===== src/rtl/cpuPkg.sv =====
/* Widths, opcode encoding and sequencer states for the accumulator CPU.
   Opcode 15 is unassigned and executes as NOP. */
`default_nettype none

package cpuPkg;

    // ----------------------------------------
    // Widths
    // ----------------------------------------
    localparam int AddrWidth = 8;
    localparam int DataWidth = 16;
    localparam int OpWidth   = 4;

    typedef logic [AddrWidth-1:0] addrT;    // Memory address or immediate
    typedef logic [DataWidth-1:0] dataT;    // Memory word or accumulator
    typedef logic [OpWidth-1:0]   opcodeT;

    // ----------------------------------------
    // Instruction encoding, opcode in [15:12]
    // ----------------------------------------
    localparam opcodeT OpNop = 4'h0;
    localparam opcodeT OpLda = 4'h1;
    localparam opcodeT OpLdi = 4'h2;
    localparam opcodeT OpSta = 4'h3;
    localparam opcodeT OpAdd = 4'h4;
    localparam opcodeT OpSub = 4'h5;
    localparam opcodeT OpAnd = 4'h6;
    localparam opcodeT OpOr  = 4'h7;
    localparam opcodeT OpXor = 4'h8;
    localparam opcodeT OpShl = 4'h9;
    localparam opcodeT OpShr = 4'hA;
    localparam opcodeT OpJmp = 4'hB;
    localparam opcodeT OpJz  = 4'hC;
    localparam opcodeT OpJn  = 4'hD;
    localparam opcodeT OpHlt = 4'hE;

    // Sequencer states
    typedef enum logic [2:0] {
        StIdle, StFetch, StDecode, StExecute, StWriteback, StHalted
    } stateT;

endpackage

`default_nettype wire


===== src/rtl/controlUnit.sv =====
/* Fetch/decode/execute sequencer and host/CPU arbiter for the memory port.
   Host inputs pass through only while not busy; they are ignored mid-run. */
`timescale 1ns/1ps
`default_nettype none

module controlUnit (
    input  wire                 Clk,
    input  wire                 rstN,
    input  wire                 start,          // One-cycle pulse
    input  wire cpuPkg::opcodeT opcode,
    input  wire                 zero,
    input  wire                 negative,
    input  wire cpuPkg::addrT   cpuAddr,
    input  wire cpuPkg::dataT   acc,
    input  wire cpuPkg::addrT   hostAddr,
    input  wire cpuPkg::dataT   hostDIn,
    input  wire                 hostWriteEnN,
    input  wire                 hostMemEnN,
    output logic                irLoad,
    output logic                pcInc,
    output logic                pcLoad,
    output logic                accLoad,
    output logic                addrSelOperand,
    output logic                clear,
    output cpuPkg::addrT        memAddr,
    output cpuPkg::dataT        memDIn,
    output logic                memWriteEnN,
    output logic                memEnN,
    output logic                busy,
    output logic                halted
);

    cpuPkg::stateT state;
    cpuPkg::stateT nextState;

    logic cpuEnN;        // CPU side memory enable, low active
    logic cpuWriteEnN;   // CPU side write enable, low active
    logic memOperand;    // Opcode reads a data word
    logic jumpTaken;

    // Opcodes that need a second memory read and a writeback cycle
    assign memOperand = (opcode == cpuPkg::OpLda) || (opcode == cpuPkg::OpAdd) ||
                        (opcode == cpuPkg::OpSub) || (opcode == cpuPkg::OpAnd) ||
                        (opcode == cpuPkg::OpOr)  || (opcode == cpuPkg::OpXor);

    // Conditional branch decision
    assign jumpTaken = ((opcode == cpuPkg::OpJz) && zero) ||
                       ((opcode == cpuPkg::OpJn) && negative);

    assign busy   = (state != cpuPkg::StIdle) && (state != cpuPkg::StHalted);
    assign halted = (state == cpuPkg::StHalted);

    // ----------------------------------------
    // State register
    // ----------------------------------------
    always_ff @(posedge Clk or negedge rstN) begin
        if (!rstN) begin
            state <= cpuPkg::StIdle;
        end else begin
            state <= nextState;
        end
    end

    always_comb begin
        nextState = state;
        case (state)
            cpuPkg::StIdle,
            cpuPkg::StHalted:    if (start) nextState = cpuPkg::StFetch;
            cpuPkg::StFetch:     nextState = cpuPkg::StDecode;
            cpuPkg::StDecode:    nextState = cpuPkg::StExecute;
            cpuPkg::StExecute: begin
                if (memOperand) begin
                    nextState = cpuPkg::StWriteback;
                end else if (opcode == cpuPkg::OpHlt) begin
                    nextState = cpuPkg::StHalted;
                end else begin
                    nextState = cpuPkg::StFetch;
                end
            end
            cpuPkg::StWriteback: nextState = cpuPkg::StFetch;
            default:             nextState = cpuPkg::StIdle;
        endcase
    end

    // ----------------------------------------
    // Strobe decode
    // ----------------------------------------
    always_comb begin
        irLoad         = 1'b0;
        pcInc          = 1'b0;
        pcLoad         = 1'b0;
        accLoad        = 1'b0;
        addrSelOperand = 1'b0;
        clear          = 1'b0;
        cpuEnN         = 1'b1;
        cpuWriteEnN    = 1'b1;
        case (state)
            // Run restart clears PC and acc
            cpuPkg::StIdle,
            cpuPkg::StHalted: clear = start;
            // Read instruction at PC, lands on DOut at the falling edge
            cpuPkg::StFetch:  cpuEnN = 1'b0;
            cpuPkg::StDecode: begin
                irLoad = 1'b1;
                pcInc  = 1'b1;
            end
            cpuPkg::StExecute: begin
                if (memOperand) begin
                    addrSelOperand = 1'b1;
                    cpuEnN         = 1'b0;
                end
                case (opcode)
                    cpuPkg::OpSta: begin
                        addrSelOperand = 1'b1;
                        cpuEnN         = 1'b0;
                        cpuWriteEnN    = 1'b0;
                    end
                    cpuPkg::OpLdi,
                    cpuPkg::OpShl,
                    cpuPkg::OpShr: accLoad = 1'b1;
                    cpuPkg::OpJmp: pcLoad  = 1'b1;
                    cpuPkg::OpJz,
                    cpuPkg::OpJn:  pcLoad  = jumpTaken;
                    default:       ;
                endcase
            end
            // Operand word now on DOut
            cpuPkg::StWriteback: accLoad = 1'b1;
            default: ;
        endcase
    end

    // ----------------------------------------
    // Memory port arbitration
    // ----------------------------------------
    always_comb begin
        if (busy) begin
            memAddr     = cpuAddr;
            memDIn      = acc;
            memWriteEnN = cpuWriteEnN;
            memEnN      = cpuEnN;
        end else begin
            memAddr     = hostAddr;
            memDIn      = hostDIn;
            memWriteEnN = hostWriteEnN;
            memEnN      = hostMemEnN;
        end
    end

endmodule

`default_nettype wire


===== config.mk =====
export PLATFORM = sky130hd
export DESIGN_NAME = controlUnit
export DESIGN_NICKNAME = d
export VERILOG_FILES = /design/src/rtl/cpuPkg.sv /design/src/rtl/controlUnit.sv
export SDC_FILE = /design/constraint.sdc
export NUM_CORES = 1
export LEC_CHECK = 0
export BUFFER_PORTS_ARGS = -buffer_cell sky130_fd_sc_hd__clkbuf_2
export CORE_ASPECT_RATIO = 1.25
export CORE_MARGIN = 4
export CORE_UTILIZATION = 32
export DETAILED_ROUTE_END_ITERATION = 8
export GPL_TIMING_DRIVEN = 0
export PLACE_DENSITY = 0.87
export SYNTH_ARGS = -nofsm -noshare
export SYNTH_HDL_FRONTEND = slang
export SYNTH_SLANG_ARGS = --single-unit

===== constraint.sdc =====
create_clock -name Clk -period 2.2 [get_ports Clk]
set_clock_uncertainty 0.05 [all_clocks]
set_input_delay 0.22 -clock Clk [delete_from_list [all_inputs] [get_ports Clk]]
set_output_delay 0.22 -clock Clk [all_outputs]
set_load 0.1 [all_outputs]

==> summary.txt <==
status: complete, but fails checks
failing checks: setup timing
TritonCTS Buffers: 3
H-tree levels: 1
setup total negative slack: -1405 ps
layout cells sized above 1: 82.02%
CP Cell Sequence: buf_6, or2_4, a21oi_4, buf_12, clkbuf_16, mux2_4, clkbuf_16
CP peak stage delay: 380 ps
Final GP Congestion: 0.7521
DR iter-0 viols: 15
die width: 51.47 um
final std cells w/o fill: 209
final core occ: 83.54%
Synth cell types: 32
Largest Register: state
cells on worst reg2reg path: 5
DR DRC count: 0
initial antenna violation count: 0
I/O pin cnt: 93
Layout area overhead: 147.0%
max reg flops: 3
CTS tree: done
latest clock arrival within the worst-skew pair: 250 ps
sequential cell area fraction in the yosys report: 9.934%
Worst path slowest cell: dfrtp_1
vias in the first global route: 1,065
Top cell by count, worst path: clkbuf_16
Total GRT Usage: 23.28%
Slew Limit Fails: 0
vias: 1,056
maximum clock rate: 437.3 MHz
fill count: 139
max_slew headroom: 62.89%
Mapped Cells: 74
Worst Max-Slew Pin Slew: 559.1 ps
Max Root-Sink Buffers: 2
Req. time, crit path: 1930 ps
crit path time final: 2287 ps
Die ar.: 3208 um2
PortBufs: 91
clock sink count: 3
netlist area before placement: 755.7 um2
CP Launch Type: flip-flop
Core Area: 2235 um2
endpoints failing hold: 0
Post-DP Area: 1284 um2
placed cell count: 196
number of synthesized register bits: 3
Tcrit/Tclk final: 103.9%
Starting Density: 33.82%
GRT Residual Overflow: 0
critical path arrival: 2020 ps
drt wl/cell: 20.85 um
Routed Antenna Nets: 0
Setup crit end kind: output pin
die height: 62.34 um
worst reg2reg path endpoint: state[2]
total routed wirelength: 4.357 mm
Ys Warns: 0
crit path kind: reg2out
Reg-to-Reg Start: state[0]
vias per inst: 5.053
largest net degree at the start of global routing: 11
largest registers: state x3
antenna cells: 0
# rows: 19
final instance area: 1867 um2
Hold WC Path Type: in2async
Mean Syn Cell Area: 10.21 um2
max cap viols: 0
first-pass GRT wire length: 5.533 mm
hpwl dp: 2.304 mm
CP max FO: 9
Syn Nets: 133
final-stage net count: 238
cell chosen for the clock root: clkbuf_4
length of the first detailed-routing pass in iterations: 4
Final WS setup: -86.76 ps
r2r setup slk: 830 ps
RSZ-0062 raised after global routing: true
# setup viols final: 22
Clock transition at path regs: 40 ps
## logic make-up (layout without fill, tap and decap cells)
group / Yosys count / after routing / share of synthesized area [%]
buffers and inverters: 12 / 116 / 11.59
adders and majority gates: 1 / 1 / 1.325
AOI/OAI and AO/OA: 14 / 14 / 14.40
xor gates and xnor gates: 1 / 1 / 1.159
and+or+nand+nor: 17 / 17 / 14.40
muxes: 26 / 26 / 47.19
DFF: 3 / 3 / 9.934
## per-layer routing
layer / global-route usage [%] / up-vias / share of wire, %
met1: 22.29 / 484 / 32
li1: - / 473 / -
met2: 44.43 / 84 / 54
met4: 7.541 / 0 / 3.8
met5: 0 / - / 0
met3: 7.656 / 15 / 9.5
## cell type report
cell class,instances,area (um2),share of cell area (%)
Inverter,5,18.77,1.005
Buffer,7,80.08,4.290
Tap cell,31,38.79,2.078
Clock buffer,4,26.28,1.408
Sequential cell,3,75.07,4.021
Multi-Input combinational cell,59,626.9,33.58
Timing Repair Buffer,100,1001,53.62
## per-stage QoR
step / setup slack, ps / hold WS, ps
2_1_floorplan: -286.2 / -125.6
3_3_place_gp: -22.15 / -32.83
3_5_place_dp: -47.91 / -27.07
4_1_cts: -42.67 / 247.2
5_1_grt: -138.8 / 281.4
6_report: -86.76 / 263.6
## worst max-delay path: cells and delay by family (launching register included)
| family | cells | cell delay, ps |
|---|---|---|
| DFF | 1 | 380 |
| and+or+nand+nor | 1 | 250 |
| buffers and inverters | 4 | 650 |
| muxes | 1 | 310 |
| AOI/OAI and AO/OA | 1 | 170 |
## how the worst max path moves through the flow
stage             start          to  cells after the start
5_1_grt        state[2]   memDIn[9]                      7
3_3_place_gp   state[0]  memAddr[4]                      6
4_1_cts        state[2]  memAddr[2]                      7
3_5_place_dp   state[0]  memAddr[2]                      6
6_report       state[2]  memDIn[13]                      7
2_1_floorplan  state[1]       pcInc                      3
## cells in the mapped netlist
master / instances / share of area, %
mux2_4: 17 / 34
mux2_2: 9 / 13
inv_1: 5 / 2.5
a21oi_1: 4 / 2.6
buf_2: 3 / 2.0
dfrtp_1: 3 / 9.9
nand2_1: 3 / 1.5
nor2_1: 3 / 1.5
nand3b_1: 2 / 2.0
nor3b_1: 2 / 2.0
o21bai_1: 2 / 2.0
a211oi_1: 1 / 0.99
a21oi_4: 1 / 2.2
a22o_1: 1 / 1.2
a2bb2oi_1: 1 / 1.2
and2_2: 1 / 0.99
buf_12: 1 / 2.6
buf_4: 1 / 0.99
buf_6: 1 / 1.5
buf_8: 1 / 2.0
maj3_1: 1 / 1.3
nand2b_1: 1 / 0.83
nor2b_1: 1 / 0.83
nor4_1: 1 / 0.83
o21ai_0: 1 / 0.66
o21ba_2: 1 / 1.3
o221ai_1: 1 / 1.2
o32ai_1: 1 / 1.2
or2_4: 1 / 1.2
or2b_1: 1 / 0.99
or4b_4: 1 / 1.8
xnor2_1: 1 / 1.2
## what timing repair did
item | CTS | global route
gates cloned | 0 | 3
endpoints found under the hold margin | 3 | 0
buffers inserted | 1 | 4
gates resized for setup | 69 | 8
endpoints found under the setup margin | 27 | 28
hold buffers | 1 | 0
pin swaps | 1 | 2
## placed cells by master (no fill, tap or decap), types with 2 or more instances in the layout
master / Yosys / final
clkbuf_2: 0 / 64
clkbuf_16: 0 / 20
mux2_4: 17 / 17
mux2_2: 9 / 9
buf_4: 1 / 6
inv_1: 5 / 5
buf_8: 1 / 5
buf_2: 3 / 4
nand2_1: 3 / 3
buf_12: 1 / 3
clkbuf_4: 0 / 3
dfrtp_1: 3 / 3
buf_6: 1 / 2
nand3b_1: 2 / 2
o21bai_1: 2 / 2
a21oi_2: 0 / 2
a21oi_1: 4 / 2
nor2_1: 3 / 2
clkbuf_8: 0 / 2
Power is not shown: default switching activity piles up to over one toggle a cycle in this logic, so the estimate is an artifact.
