$ cat src/rtl/cpuPkg.sv
/* Widths, opcode encoding and sequencer states for the accumulator CPU.
   Opcode 15 is unassigned and executes as NOP. */
`default_nettype none

package cpuPkg;

    // ----------------------------------------
    // Widths
    // ----------------------------------------
    localparam int AddrWidth = 8;
    localparam int DataWidth = 16;
    localparam int OpWidth   = 4;

    typedef logic [AddrWidth-1:0] addrT;    // Memory address or immediate
    typedef logic [DataWidth-1:0] dataT;    // Memory word or accumulator
    typedef logic [OpWidth-1:0]   opcodeT;

    // ----------------------------------------
    // Instruction encoding, opcode in [15:12]
    // ----------------------------------------
    localparam opcodeT OpNop = 4'h0;
    localparam opcodeT OpLda = 4'h1;
    localparam opcodeT OpLdi = 4'h2;
    localparam opcodeT OpSta = 4'h3;
    localparam opcodeT OpAdd = 4'h4;
    localparam opcodeT OpSub = 4'h5;
    localparam opcodeT OpAnd = 4'h6;
    localparam opcodeT OpOr  = 4'h7;
    localparam opcodeT OpXor = 4'h8;
    localparam opcodeT OpShl = 4'h9;
    localparam opcodeT OpShr = 4'hA;
    localparam opcodeT OpJmp = 4'hB;
    localparam opcodeT OpJz  = 4'hC;
    localparam opcodeT OpJn  = 4'hD;
    localparam opcodeT OpHlt = 4'hE;

    // Sequencer states
    typedef enum logic [2:0] {
        StIdle, StFetch, StDecode, StExecute, StWriteback, StHalted
    } stateT;

endpackage

`default_nettype wire

$ cat src/rtl/alu.sv
/* Purely combinational; result is the accumulator's next value.
   No carry or overflow is produced, arithmetic wraps at 16 bits. */
`timescale 1ns/1ps
`default_nettype none

module alu (
    input  wire cpuPkg::opcodeT op,
    input  wire cpuPkg::dataT   a,       // Current accumulator
    input  wire cpuPkg::dataT   b,       // Memory word or immediate
    output cpuPkg::dataT        result
);

    cpuPkg::dataT sum;
    cpuPkg::dataT diff;

    // Adder and subtractor, carry out dropped
    assign sum  = a + b;
    assign diff = a - b;

    always_comb begin
        unique case (op)
            // Loads
            cpuPkg::OpLda,
            cpuPkg::OpLdi: result = b;

            // ----------------------------------------
            // Arithmetic
            // ----------------------------------------
            cpuPkg::OpAdd: result = sum;
            cpuPkg::OpSub: result = diff;

            // ----------------------------------------
            // Bitwise logic
            // ----------------------------------------
            cpuPkg::OpAnd: result = a & b;
            cpuPkg::OpOr:  result = a | b;
            cpuPkg::OpXor: result = a ^ b;

            // Single-bit shifts, zero fill
            cpuPkg::OpShl: result = {a[cpuPkg::DataWidth-2:0], 1'b0};
            cpuPkg::OpShr: result = {1'b0, a[cpuPkg::DataWidth-1:1]};

            // NOP, STA, jumps, HLT, code 15
            default:       result = a;
        endcase
    end

endmodule

`default_nettype wire

$ cat src/rtl/dataPath.sv
/* PC, instruction register and accumulator, all on the rising edge.
   clear has priority over every other strobe; pcLoad beats pcInc. */
`timescale 1ns/1ps
`default_nettype none

module dataPath (
    input  wire                 Clk,
    input  wire                 rstN,
    input  wire                 irLoad,          // Capture memData into IR
    input  wire                 pcInc,
    input  wire                 pcLoad,          // Jump to operand field
    input  wire                 accLoad,         // Take ALU result
    input  wire                 addrSelOperand,  // Address from IR, else PC
    input  wire                 clear,           // Start of a run
    input  wire cpuPkg::dataT   memData,
    output cpuPkg::opcodeT      opcode,
    output logic                zero,
    output logic                negative,
    output cpuPkg::addrT        cpuAddr,
    output cpuPkg::dataT        acc
);

    cpuPkg::addrT pc;
    cpuPkg::dataT ir;
    cpuPkg::addrT operand;
    cpuPkg::dataT aluB;
    cpuPkg::dataT aluResult;

    // ----------------------------------------
    // Instruction fields
    // ----------------------------------------
    assign opcode  = ir[15:12];
    assign operand = ir[cpuPkg::AddrWidth-1:0];   // Bits 11:8 unused

    // Memory address mux
    assign cpuAddr = addrSelOperand ? operand : pc;

    // LDI zero-extends its immediate
    assign aluB = (opcode == cpuPkg::OpLdi)
                ? {{(cpuPkg::DataWidth - cpuPkg::AddrWidth){1'b0}}, operand}
                : memData;

    // Status flags straight off the accumulator
    assign zero     = (acc == '0);
    assign negative = acc[cpuPkg::DataWidth-1];

    alu uAlu (
        .op     (opcode),
        .a      (acc),
        .b      (aluB),
        .result (aluResult)
    );

    // ----------------------------------------
    // Program counter
    // ----------------------------------------
    always_ff @(posedge Clk or negedge rstN) begin
        if (!rstN) begin
            pc <= '0;
        end else if (clear) begin
            pc <= '0;
        end else if (pcLoad) begin
            pc <= operand;
        end else if (pcInc) begin
            pc <= pc + 1'b1;   // Wraps past 0xFF
        end
    end

    // Instruction register, reset to NOP
    always_ff @(posedge Clk or negedge rstN) begin
        if (!rstN) begin
            ir <= '0;
        end else if (irLoad) begin
            ir <= memData;
        end
    end

    // ----------------------------------------
    // Accumulator
    // ----------------------------------------
    always_ff @(posedge Clk or negedge rstN) begin
        if (!rstN) begin
            acc <= '0;
        end else if (clear) begin
            acc <= '0;
        end else if (accLoad) begin
            acc <= aluResult;
        end
    end

endmodule

`default_nettype wire

$ cat config.mk
export PLATFORM = sky130hd
export DESIGN_NAME = dataPath
export DESIGN_NICKNAME = d
export VERILOG_FILES = /design/src/rtl/cpuPkg.sv /design/src/rtl/alu.sv /design/src/rtl/dataPath.sv
export SDC_FILE = /design/constraint.sdc
export NUM_CORES = 1
export LEC_CHECK = 0
export ABC_AREA = 1
export BUFFER_PORTS_ARGS = -buffer_cell sky130_fd_sc_hd__buf_2
export CAP_MARGIN = 20
export CORE_ASPECT_RATIO = 0.7
export CORE_MARGIN = 5
export CORE_UTILIZATION = 50
export CTS_CLUSTER_DIAMETER = 200
export DETAILED_ROUTE_END_ITERATION = 10
export GPL_TIMING_DRIVEN = 0
export PLACE_DENSITY = 0.82
export SLEW_MARGIN = 10
export SYNTH_ARGS = -nofsm -noshare
export SYNTH_HDL_FRONTEND = slang
export SYNTH_SLANG_ARGS = --single-unit
$ cat constraint.sdc
create_clock -name Clk -period 9.05 [get_ports Clk]
set_clock_uncertainty 0.1 [all_clocks]
set_input_delay 0.4525 -clock Clk [delete_from_list [all_inputs] [get_ports Clk]]
set_output_delay 0.4525 -clock Clk [all_outputs]
set_load 0.1 [all_outputs]
==> results.yml, run 1 <==
outcome:
  outcome: "finished clean"
grt:
  use_met3_pct: 5.28
  antenna_found_initial: 0
  grt_pass1_wl_microns: 21000
  grt_overflow_total: 0
  grt.total_usage_pct: 25.3
  grtUsageMet2_pct: 37.6
  grt_pass1_vias: 4137
  grt_max_degree: 37
  top_usage_layer: "met2"
  grt_use_met1_pct: 37.3
layout:
  layout.nets: 739
  syn2layout_area_growth_pct: 13.0
  drive_above_1_share_pct: 16.9
  final_cell_area_sq_um: 4710
  antenna_cells: 0
  utilization_pct: 58.8
routing:
  vias: 4579
  drt-initial-drc-count: 522
  route.detailed.drc: 0
  wl_per_cell_microns: 17.2
  vias_per_cell: 5.95
  antenna_left: 0
  drt_wl_total_microns: 13200
  dr.pass1.iters: 8
placement:
  place.gp.congestion: 0.998
  dpl_cell_area_sq_um: 4560
  port_buffers: 52
  hpwl_microns: 10300
clock_network:
  post-cts-setup-buffer-count: 0
  clock-root-buffer: "clkbuf_16"
  cts-hold-fix-buffers: 0
  cts_made_buffers: 5
  path_clk_slew_ns: 0.06
  cts_resized: 0
  htreeDepth: 2
  cts_tree: "yes"
  worstSkewPairLatency_ns: 0.29
  cts_sinks: 36
  clk_path_buf_depth: 2
setup_path:
  slowest_stage: "fa_1"
  path_class: "register to register"
  endpoint_kind: "register"
  required_ns: 9.07
  cp.arrival_ns: 3.85
  critPathTopFamily: "simple AND/OR/NAND/NOR gates"
  crit_path_cell_trace: "nor2_4, nand2_4, nand2_1, nand2_2, inv_1, nand2_1, xor2_1, inv_1, fa_1, o21ai_1, inv_1, o21bai_1, nand3_1, nand2_1, a21oi_1, o21ai_0, nand2_1, nand2_1, o21ai_0"
  crit_start: "ir[15]"
  start_kind: "register"
  worst_path_most_repeated_cell: "nand2_1"
  slowest_delay_ns: 0.47
  path_buf_inv: 3
  r2r-start: "ir[15]"
  cp_max_fo: 10
timing:
  setup_viol: 0
  slew_viol_final: 0
  period_share_pct: 42.3
  fin_tns_setup_ns: 0
  finalHoldViolCount: 0
  max_clock_freq_mhz: 261
  rsz0062_at_grt: "false"
  min_period_ns: 3.83
  slew_headroom_pct: 41.3
  max_slew.worst_pin.slew_ns: 0.881
job:
  drv_cap: 0
synth:
  muxShareOfSynthArea_pct: 0.270
  ys_types: 42
  yosys.area.top_type: "dfrtp_1"
  yosys.area_share.xor_xnor_pct: 3.99
  syn_avg_cell_area_sq_um: 6.86
  synthCells: 608
  syn_nets: 680
  synth_fa_ha_area_share_pct: 14.6
  synth_compound_area_share_pct: 22.8
  yosysSeqAreaShare_pct: 21.6
  synth_top_area_share_pct: 21.6
  synth_area_leaders: "dfrtp_1, ha_1, nand2_1, o21ai_0, inv_1"
  yosysWarnings: 0
  syn_area_sq_um: 4170
  synth_top_family_by_area: "simple AND/OR/NAND/NOR gates"
  ys_ff_latch: 36
  yosys.area_share.simple_pct: 25.4
die:
  rows: 27
  ioPinCount: 54
  core-area_sq_um: 8010
  start_util_pct: 52.1
  die_height_microns: 86.4
  dieArea_sq_um: 10300
  die_w_microns: 119
pwr:
  p_leak_nw: 2.56
  ir_drop_mv: 0.101
  power.density_nw_per_um2: 161
hold_path:
  hold_path_class: "primary input to async pin"
==> worst reg2reg max path: stages, from the launching register on <==
cell and delay [ns]:
dfrtp_1 0.46, nor2_4 0.28, nand2_4 0.16, nand2_1 0.11
nand2_2 0.10, inv_1 0.12, nand2_1 0.07, xor2_1 0.27
inv_1 0.11, fa_1 0.47, o21ai_1 0.22, inv_1 0.08
o21bai_1 0.38, nand3_1 0.14, nand2_1 0.12, a21oi_1 0.06
o21ai_0 0.17, nand2_1 0.09, nand2_1 0.06, o21ai_0 0.12
==> final cells by class <==
cell class | instances | area (sq um)
buffer | 24 | 135
fill | 757 | 3300
inverter | 90 | 338
clock buffer | 6 | 139
multi-input combinational | 458 | 2800
clock inverter | 2 | 15.0
timing repair buffer | 52 | 260
tap | 101 | 126
sequential | 36 | 901
==> stage by stage <==
step | std cells | hold slack [ns] | power, mW | worst slack, ns
after CTS | 769 | 0.229 | 0.752 | 5.27
after global routing | 769 | 0.278 | 0.798 | 4.95
after global placement | 761 | 0.442 | 0.560 | 5.36
final | 769 | 0.188 | 0.758 | 5.22
after detailed placement | 761 | 0.446 | 0.568 | 5.31
after floorplan | 608 | 0.0569 | 0.482 | 4.37
==> flip-flops by register name (all words and copies together), names as in the netlist <==
signal  count
ir         12
pc          8
acc        16
==> cell usage in the layout, fill, tap and decap left out, types with 12 or more instances in the layout <==
cell,Yosys,routed
a21oi_1,40,40
buf_2,6,58
dfrtp_1,36,36
ha_1,47,47
inv_1,82,82
nand2_1,141,141
nand3_1,34,34
nor2_1,12,12
o21ai_0,68,68
o22ai_1,16,16
xor2_1,19,19
==> power breakdown <==
| part | total [mW] | internal (mW) | switching, mW |
|---|---|---|---|
| clock | 0.184 | 0.110 | 0.0743 |
| combinational | 0.380 | 0.0952 | 0.285 |
| sequential | 0.194 | 0.176 | 0.0177 |
==> logic make-up (layout without fill, tap and decap cells) <==
| kind of cell | Yosys count | count (layout) |
|---|---|---|
| AND/OR/NAND/NOR | 226 | 226 |
| AO/OA/AOI/OAI | 164 | 164 |
| buffers and inverters | 114 | 174 |
| adder cells (fa/ha/maj) | 48 | 48 |
| flip-flops | 36 | 36 |
| XOR/XNOR | 19 | 19 |
| multiplexers | 1 | 1 |
==> synth_stat cells, drive strengths merged <==
cell	n
o31ai	1
o2111ai	2
nor4	2
fa	1
nor2	20
a32oi	1
nand2	156
a21oi	40
a2111oi	6
o211ai	3
a211oi	4
mux2	1
clkbuf	10
a221oi	3
o21ai	81
a21o	2
ha	47
o21bai	4
nand4	5
nor3	5
inv	90
o22ai	16
o221ai	1
dfrtp	36
xor2	19
buf	14
nand3	35
nand3b	1
or2	2
==> final timing paths <==
| kind | to | slack, ns | cells after the start |
|---|---|---|---|
| max | acc[14] | 5.22 | 19 |
| min | ir[15] | 0.19 | 1 |
| max reg2reg | acc[14] | 5.22 | 19 |
| min reg2reg | acc[11] | 0.48 | 2 |
| max in group asynchronous | ir[4] | 8.11 | 1 |
| min in group Clk | ir[13] | 0.30 | 3 |
==> layer usage <==
layer / up-vias / part of all wire [%] / wire, microns
met5: - / 0 / 0
met4: 0 / 1.7 / 222
met3: 34 / 11 / 1450
met2: 274 / 41 / 5460
met1: 2118 / 46 / 6070
li1: 2153 / - / -
No activity file was read; power rests on OpenSTA's default activity.
==> run 2: changes to the inputs <==
==> constraint.sdc (replaced) <==
create_clock -name Clk -period 3.9 [get_ports Clk]
set_clock_uncertainty 0.1 [all_clocks]
set_input_delay 0.195 -clock Clk [delete_from_list [all_inputs] [get_ports Clk]]
set_output_delay 0.195 -clock Clk [all_outputs]
set_load 0.1 [all_outputs]
==> run 2 against run 1 <==
Count of clock-buffer cells in the layout stayed put. Clock power is 130% higher. Flip-flop and latch count stayed put. Utilization is 0.52 points higher. Maximum frequency is 5.0% higher. Global-route usage is 0.34 points higher. Sequential share of layout area is 0.14 points lower. Worst setup slack worse by 5.0 ns.
==> results.yml, run 2 (synthesis gave the netlist of run 1 again) <==
outcome:
  outcome: "finished clean"
routing:
  route.detailed.drc: 0
  vias_per_cell: 5.91
  dr.pass1.iters: 6
  vias: 4564
  drt_wl_total_microns: 13400
  wl_per_cell_microns: 17.3
  drt-initial-drc-count: 480
  antenna_left: 0
grt:
  grt_max_degree: 37
  grt_overflow_total: 0
  antenna_found_initial: 0
  grt.total_usage_pct: 25.6
  grt_pass1_vias: 4255
  grt_pass1_wl_microns: 21300
pwr:
  totalPowerFinal_mw: 1.76
  power.density_nw_per_um2: 371
  p_leak_nw: 2.58
  ir_drop_mv: 0.197
placement:
  place.gp.congestion: 0.999
  place_inst: 761
  port_buffers: 52
  hpwl_microns: 10200
  dpl_cell_area_sq_um: 4560
layout:
  antenna_cells: 0
  stdcell_count: 772
  max_flop_register: "acc"
  final_common_cell: "nand2_1"
  final-seq-area_sq_um: 902
  largest_register_ffs: 16
  reg.largest.list: "acc (16), ir (12), pc (8)"
  fill_cells: 730
  layout.nets: 742
  drive_above_1_share_pct: 18.0
  syn2layout_area_growth_pct: 14.0
  final_cell_mix: "nand2_1, inv_1, o21ai_0, buf_2, ha_1"
  multiInputGateArea_sq_um: 2830
  final_cell_area_sq_um: 4750
timing:
  rsz0062_at_grt: "false"
  period_share_pct: 93.5
  slew_headroom_pct: 38.9
  finalHoldViolCount: 0
  min_period_ns: 3.65
  max_slew.worst_pin.slew_ns: 0.917
  slew_viol_final: 0
  max_clock_freq_mhz: 274
  setup_viol: 0
  fin_tns_setup_ns: 0
die:
  ioPinCount: 54
  rows: 27
  dieArea_sq_um: 10300
  die_w_microns: 119
  start_util_pct: 52.1
  die_height_microns: 86.4
  core-area_sq_um: 8010
clock_network:
  path_clk_slew_ns: 0.07
  cts_made_buffers: 5
  htreeDepth: 2
  clk_path_buf_depth: 2
  clock-root-buffer: "clkbuf_16"
  cts_sinks: 36
  worstSkewPairLatency_ns: 0.29
  cts_tree: "yes"
setup_path:
  worst_path_most_repeated_cell: "nand2_1"
  slowest_delay_ns: 0.46
  path_class: "register to register"
  start_kind: "register"
  required_ns: 3.92
  cp.arrival_ns: 3.67
  cp_max_fo: 5
  endpoint_kind: "register"
  slowest_stage: "dfrtp_1"
job:
  drv_cap: 0
hold_path:
  hold_path_class: "primary input to register"
-- run 2: per-layer routing --
metal	up-vias	routed length (microns)	track usage (%)
met1	2122	6110	37.4
met5	-	0	0
met4	0	218	5.89
met3	26	1560	4.89
li1	2156	-	-
met2	260	5500	39.2
-- run 2: worst max-delay path, delay by kind of cell, from the launching register on --
| family | cells | cell delay (ns) |
|---|---|---|
| buffers and inverters | 4 | 0.36 |
| AND/OR/NAND/NOR | 15 | 1.48 |
| adder cells (fa/ha/maj) | 1 | 0.32 |
| flip-flops | 1 | 0.46 |
| AO/OA/AOI/OAI | 5 | 0.76 |
-- run 2: worst paths after layout --
kind | from | endpoint | cells after the start | slack (ns)
setup reg to reg | ir[14] | acc[14] | 25 | 0.25
setup / recovery | ir[14] | acc[14] | 25 | 0.25
hold / removal | memData[7] | ir[7] | 3 | 0.03
min in group asynchronous | rstN | acc[14] | 2 | 0.48
hold reg to reg | pc[7] | pc[7] | 2 | 0.48
max in group asynchronous | rstN | ir[15] | 2 | 2.60
-- run 2: final cells by class --
cell class,instances,area share (%)
buffer,24,2.84
clock buffer,6,2.71
clock inverter,2,0.342
inverter,90,7.11
multi-input combinational,459,59.5
sequential,36,19.0
tap,101,2.66
timing repair buffer,54,5.85
-- run 2: power breakdown --
group / total (mW) / switching (mW) / internal [mW]
Clock: 0.417 / 0.179 / 0.239
Sequential: 0.451 / 0.0422 / 0.409
Combinational: 0.896 / 0.670 / 0.226
-- run 2: repair_timing --
| action | in CTS | in global routing |
|---|---|---|
| buffers inserted | 0 | 1 |
| endpoints found under the hold margin | 36 | 0 |
| hold buffers | 1 | 0 |
| setup endpoints to repair | 0 | 5 |
| resized for setup | 0 | 6 |
-- run 2: through the flow --
| step | util (%) | hold slack [ns] | worst slack, ns |
|---|---|---|---|
| 3_5_place_dp | 57.0 | 0.261 | 0.257 |
| 3_3_place_gp | 57.0 | 0.257 | 0.311 |
| 6_report | 59.4 | 0.0293 | 0.252 |
| 5_1_grt | 59.4 | 0.0601 | 0.00334 |
| 2_1_floorplan | - | -0.201 | 0.645 |
| 4_1_cts | 58.9 | 0.0274 | 0.239 |
==> run 3: changes to the inputs <==
--- a/config.mk
+++ b/config.mk
@@ -8,13 +8,15 @@
 export ABC_AREA = 1
 export BUFFER_PORTS_ARGS = -buffer_cell sky130_fd_sc_hd__buf_2
 export CAP_MARGIN = 20
+export CELL_PAD_IN_SITES_DETAIL_PLACEMENT = 1
+export CELL_PAD_IN_SITES_GLOBAL_PLACEMENT = 1
 export CORE_ASPECT_RATIO = 0.7
 export CORE_MARGIN = 5
-export CORE_UTILIZATION = 50
+export CORE_UTILIZATION = 43
 export CTS_CLUSTER_DIAMETER = 200
 export DETAILED_ROUTE_END_ITERATION = 10
 export GPL_TIMING_DRIVEN = 0
-export PLACE_DENSITY = 0.82
+export PLACE_DENSITY = 0.93
 export SLEW_MARGIN = 10
 export SYNTH_ARGS = -nofsm -noshare
 export SYNTH_HDL_FRONTEND = slang
==> run 3 against run 2 <==
Combinational power is 4.5% higher. Hold slack improved by 0.0048 ns. Flip-flop and latch count is the same. Final cell count grew 3.8%. Sequential power hardly changed. Power is 2.1% higher. Register-to-register slack is essentially flat. First-iteration DRC count shrank 11%. Utilization down 8.9 points. Routed wire length up 18%. Clock power about the same. Sequential share of layout area down 0.31 points. Largest cell class unchanged.
==> results.yml, run 3 (synthesis gave the netlist of run 1 again) <==
layout:
  utilization_pct: 50.5
  final_cell_area_sq_um: 4830
  syn2layout_area_growth_pct: 15.9
  max_flop_register: "acc"
  multiInputGateArea_sq_um: 2840
  largest_register_ffs: 16
  final_cell_mix: "nand2_1, inv_1, o21ai_0, buf_2, ha_1"
  layout.nets: 744
  final_common_cell: "nand2_1"
  stdcell_count: 801
  antenna_cells: 0
  reg.largest.list: "acc (16), ir (12), pc (8)"
  drive_above_1_share_pct: 19.2
  final-seq-area_sq_um: 902
  fill_cells: 1314
setup_path:
  critPathTopFamily: "simple AND/OR/NAND/NOR gates"
  required_ns: 3.94
  endpoint_kind: "register"
  cp.arrival_ns: 3.70
  crit_start: "ir[13]"
  slowest_delay_ns: 0.41
  start_kind: "register"
  worst_path_most_repeated_cell: "nand2_1"
  path_class: "register to register"
  r2r-start: "ir[13]"
  slowest_stage: "dfrtp_1"
  cp_max_fo: 10
  path_buf_inv: 4
die:
  ioPinCount: 54
  rows: 30
  start_util_pct: 43.6
  dieArea_sq_um: 11800
  die_height_microns: 92.4
  die_w_microns: 128
  core-area_sq_um: 9570
grt:
  grt_use_met1_pct: 36.0
  top_usage_layer: "met2"
  antenna_found_initial: 0
  grt_overflow_total: 0
  grt_pass1_vias: 4843
  grt_max_degree: 37
  use_met3_pct: 5.48
  grtUsageMet2_pct: 43.5
  grt_pass1_wl_microns: 25300
  grt.total_usage_pct: 26.8
timing:
  slew_headroom_pct: 38.6
  max_clock_freq_mhz: 273
  fin_tns_setup_ns: 0
  slew_viol_final: 0
  period_share_pct: 93.9
  setup_viol: 0
  finalHoldViolCount: 0
  max_slew.worst_pin.slew_ns: 0.920
  min_period_ns: 3.66
routing:
  dr.pass1.iters: 5
  wl_per_cell_microns: 19.8
  drt_wl_total_microns: 15900
  route.detailed.drc: 0
  antenna_left: 0
  vias: 4709
  drt-initial-drc-count: 427
  vias_per_cell: 5.88
placement:
  place_inst: 788
  hpwl_microns: 12200
  dpl_cell_area_sq_um: 4600
  place.gp.congestion: 0.938
  port_buffers: 52
pwr:
  totalPowerFinal_mw: 1.80
  ir_drop_mv: 0.225
  power.density_nw_per_um2: 373
  p_leak_nw: 2.60
hold_path:
  timing.hold.worst.start: "memData[1]"
  hold_path_class: "primary input to register"
clock_network:
  clk_path_buf_depth: 2
  cts_sinks: 36
  cts_tree: "yes"
  htreeDepth: 2
  worstSkewPairLatency_ns: 0.29
  path_clk_slew_ns: 0.06
  clock-root-buffer: "clkbuf_16"
  cts_made_buffers: 5
job:
  drv_cap: 0
outcome:
  outcome: "finished clean"
## run 3: changes by cell type in the layout (fill, tap and decap cells not counted), moves of 2 or more
cell / change
buf_4: +2
clkinv_2: +2
nand2_1: -2
nand2_2: +2
## run 3: timing repair
action                                 CTS  global route
buffers inserted                         0             4
endpoints found under the hold margin   36             0
hold buffers                             1             0
setup endpoints to repair                0             8
gates resized for setup                  0            12
## run 3: path summary, 6_finish.rpt
path / end / slack (ns) / cells past startpoint
setup / recovery: acc[14] / 0.24 / 25
hold / removal: ir[1] / 0.03 / 3
setup reg to reg: acc[14] / 0.24 / 25
hold reg to reg: acc[11] / 0.46 / 2
max in group asynchronous: ir[15] / 2.60 / 2
min in group asynchronous: ir[15] / 0.48 / 2
## run 3: through the flow
step           setup slack, ns  hold WS [ns]
5_1_grt                -0.0207        0.0548
6_report                 0.239        0.0341
3_3_place_gp             0.299         0.273
4_1_cts                 0.0847        0.0319
2_1_floorplan            0.645        -0.201
3_5_place_dp             0.117         0.286
## run 3: layer usage
layer  vias up  share of wire (%)
met4         0                2.3
met1      2301                 44
li1       2155                  -
met2       214                 46
met5         -                  0
met3        39                7.5
## run 3: cell type report
cell class	instances	area share, %
Buffer	24	2.80
Clock buffer	5	2.59
Clock inverter	3	0.388
Inverter	90	6.99
Multi-Input combinational cell	458	58.8
Sequential cell	36	18.7
Tap cell	128	3.31
Timing Repair Buffer	57	6.47
## run 3: worst reg2reg max path, delay by kind of cell, from the launching register on
kind	cells	cell delay (ns)
compound gates	5	0.76
fa+ha+maj	1	0.32
simple gates	15	1.52
buf+inv	4	0.37
flops	1	0.41
## run 3: power by group
part	total [mW]	leakage, nW	switching [mW]	internal, mW
Combinational	0.936	2.06	0.700	0.236
Clock	0.414	0.0736	0.178	0.236
Sequential	0.451	0.467	0.0429	0.408
Total	1.80	2.60	0.921	0.880
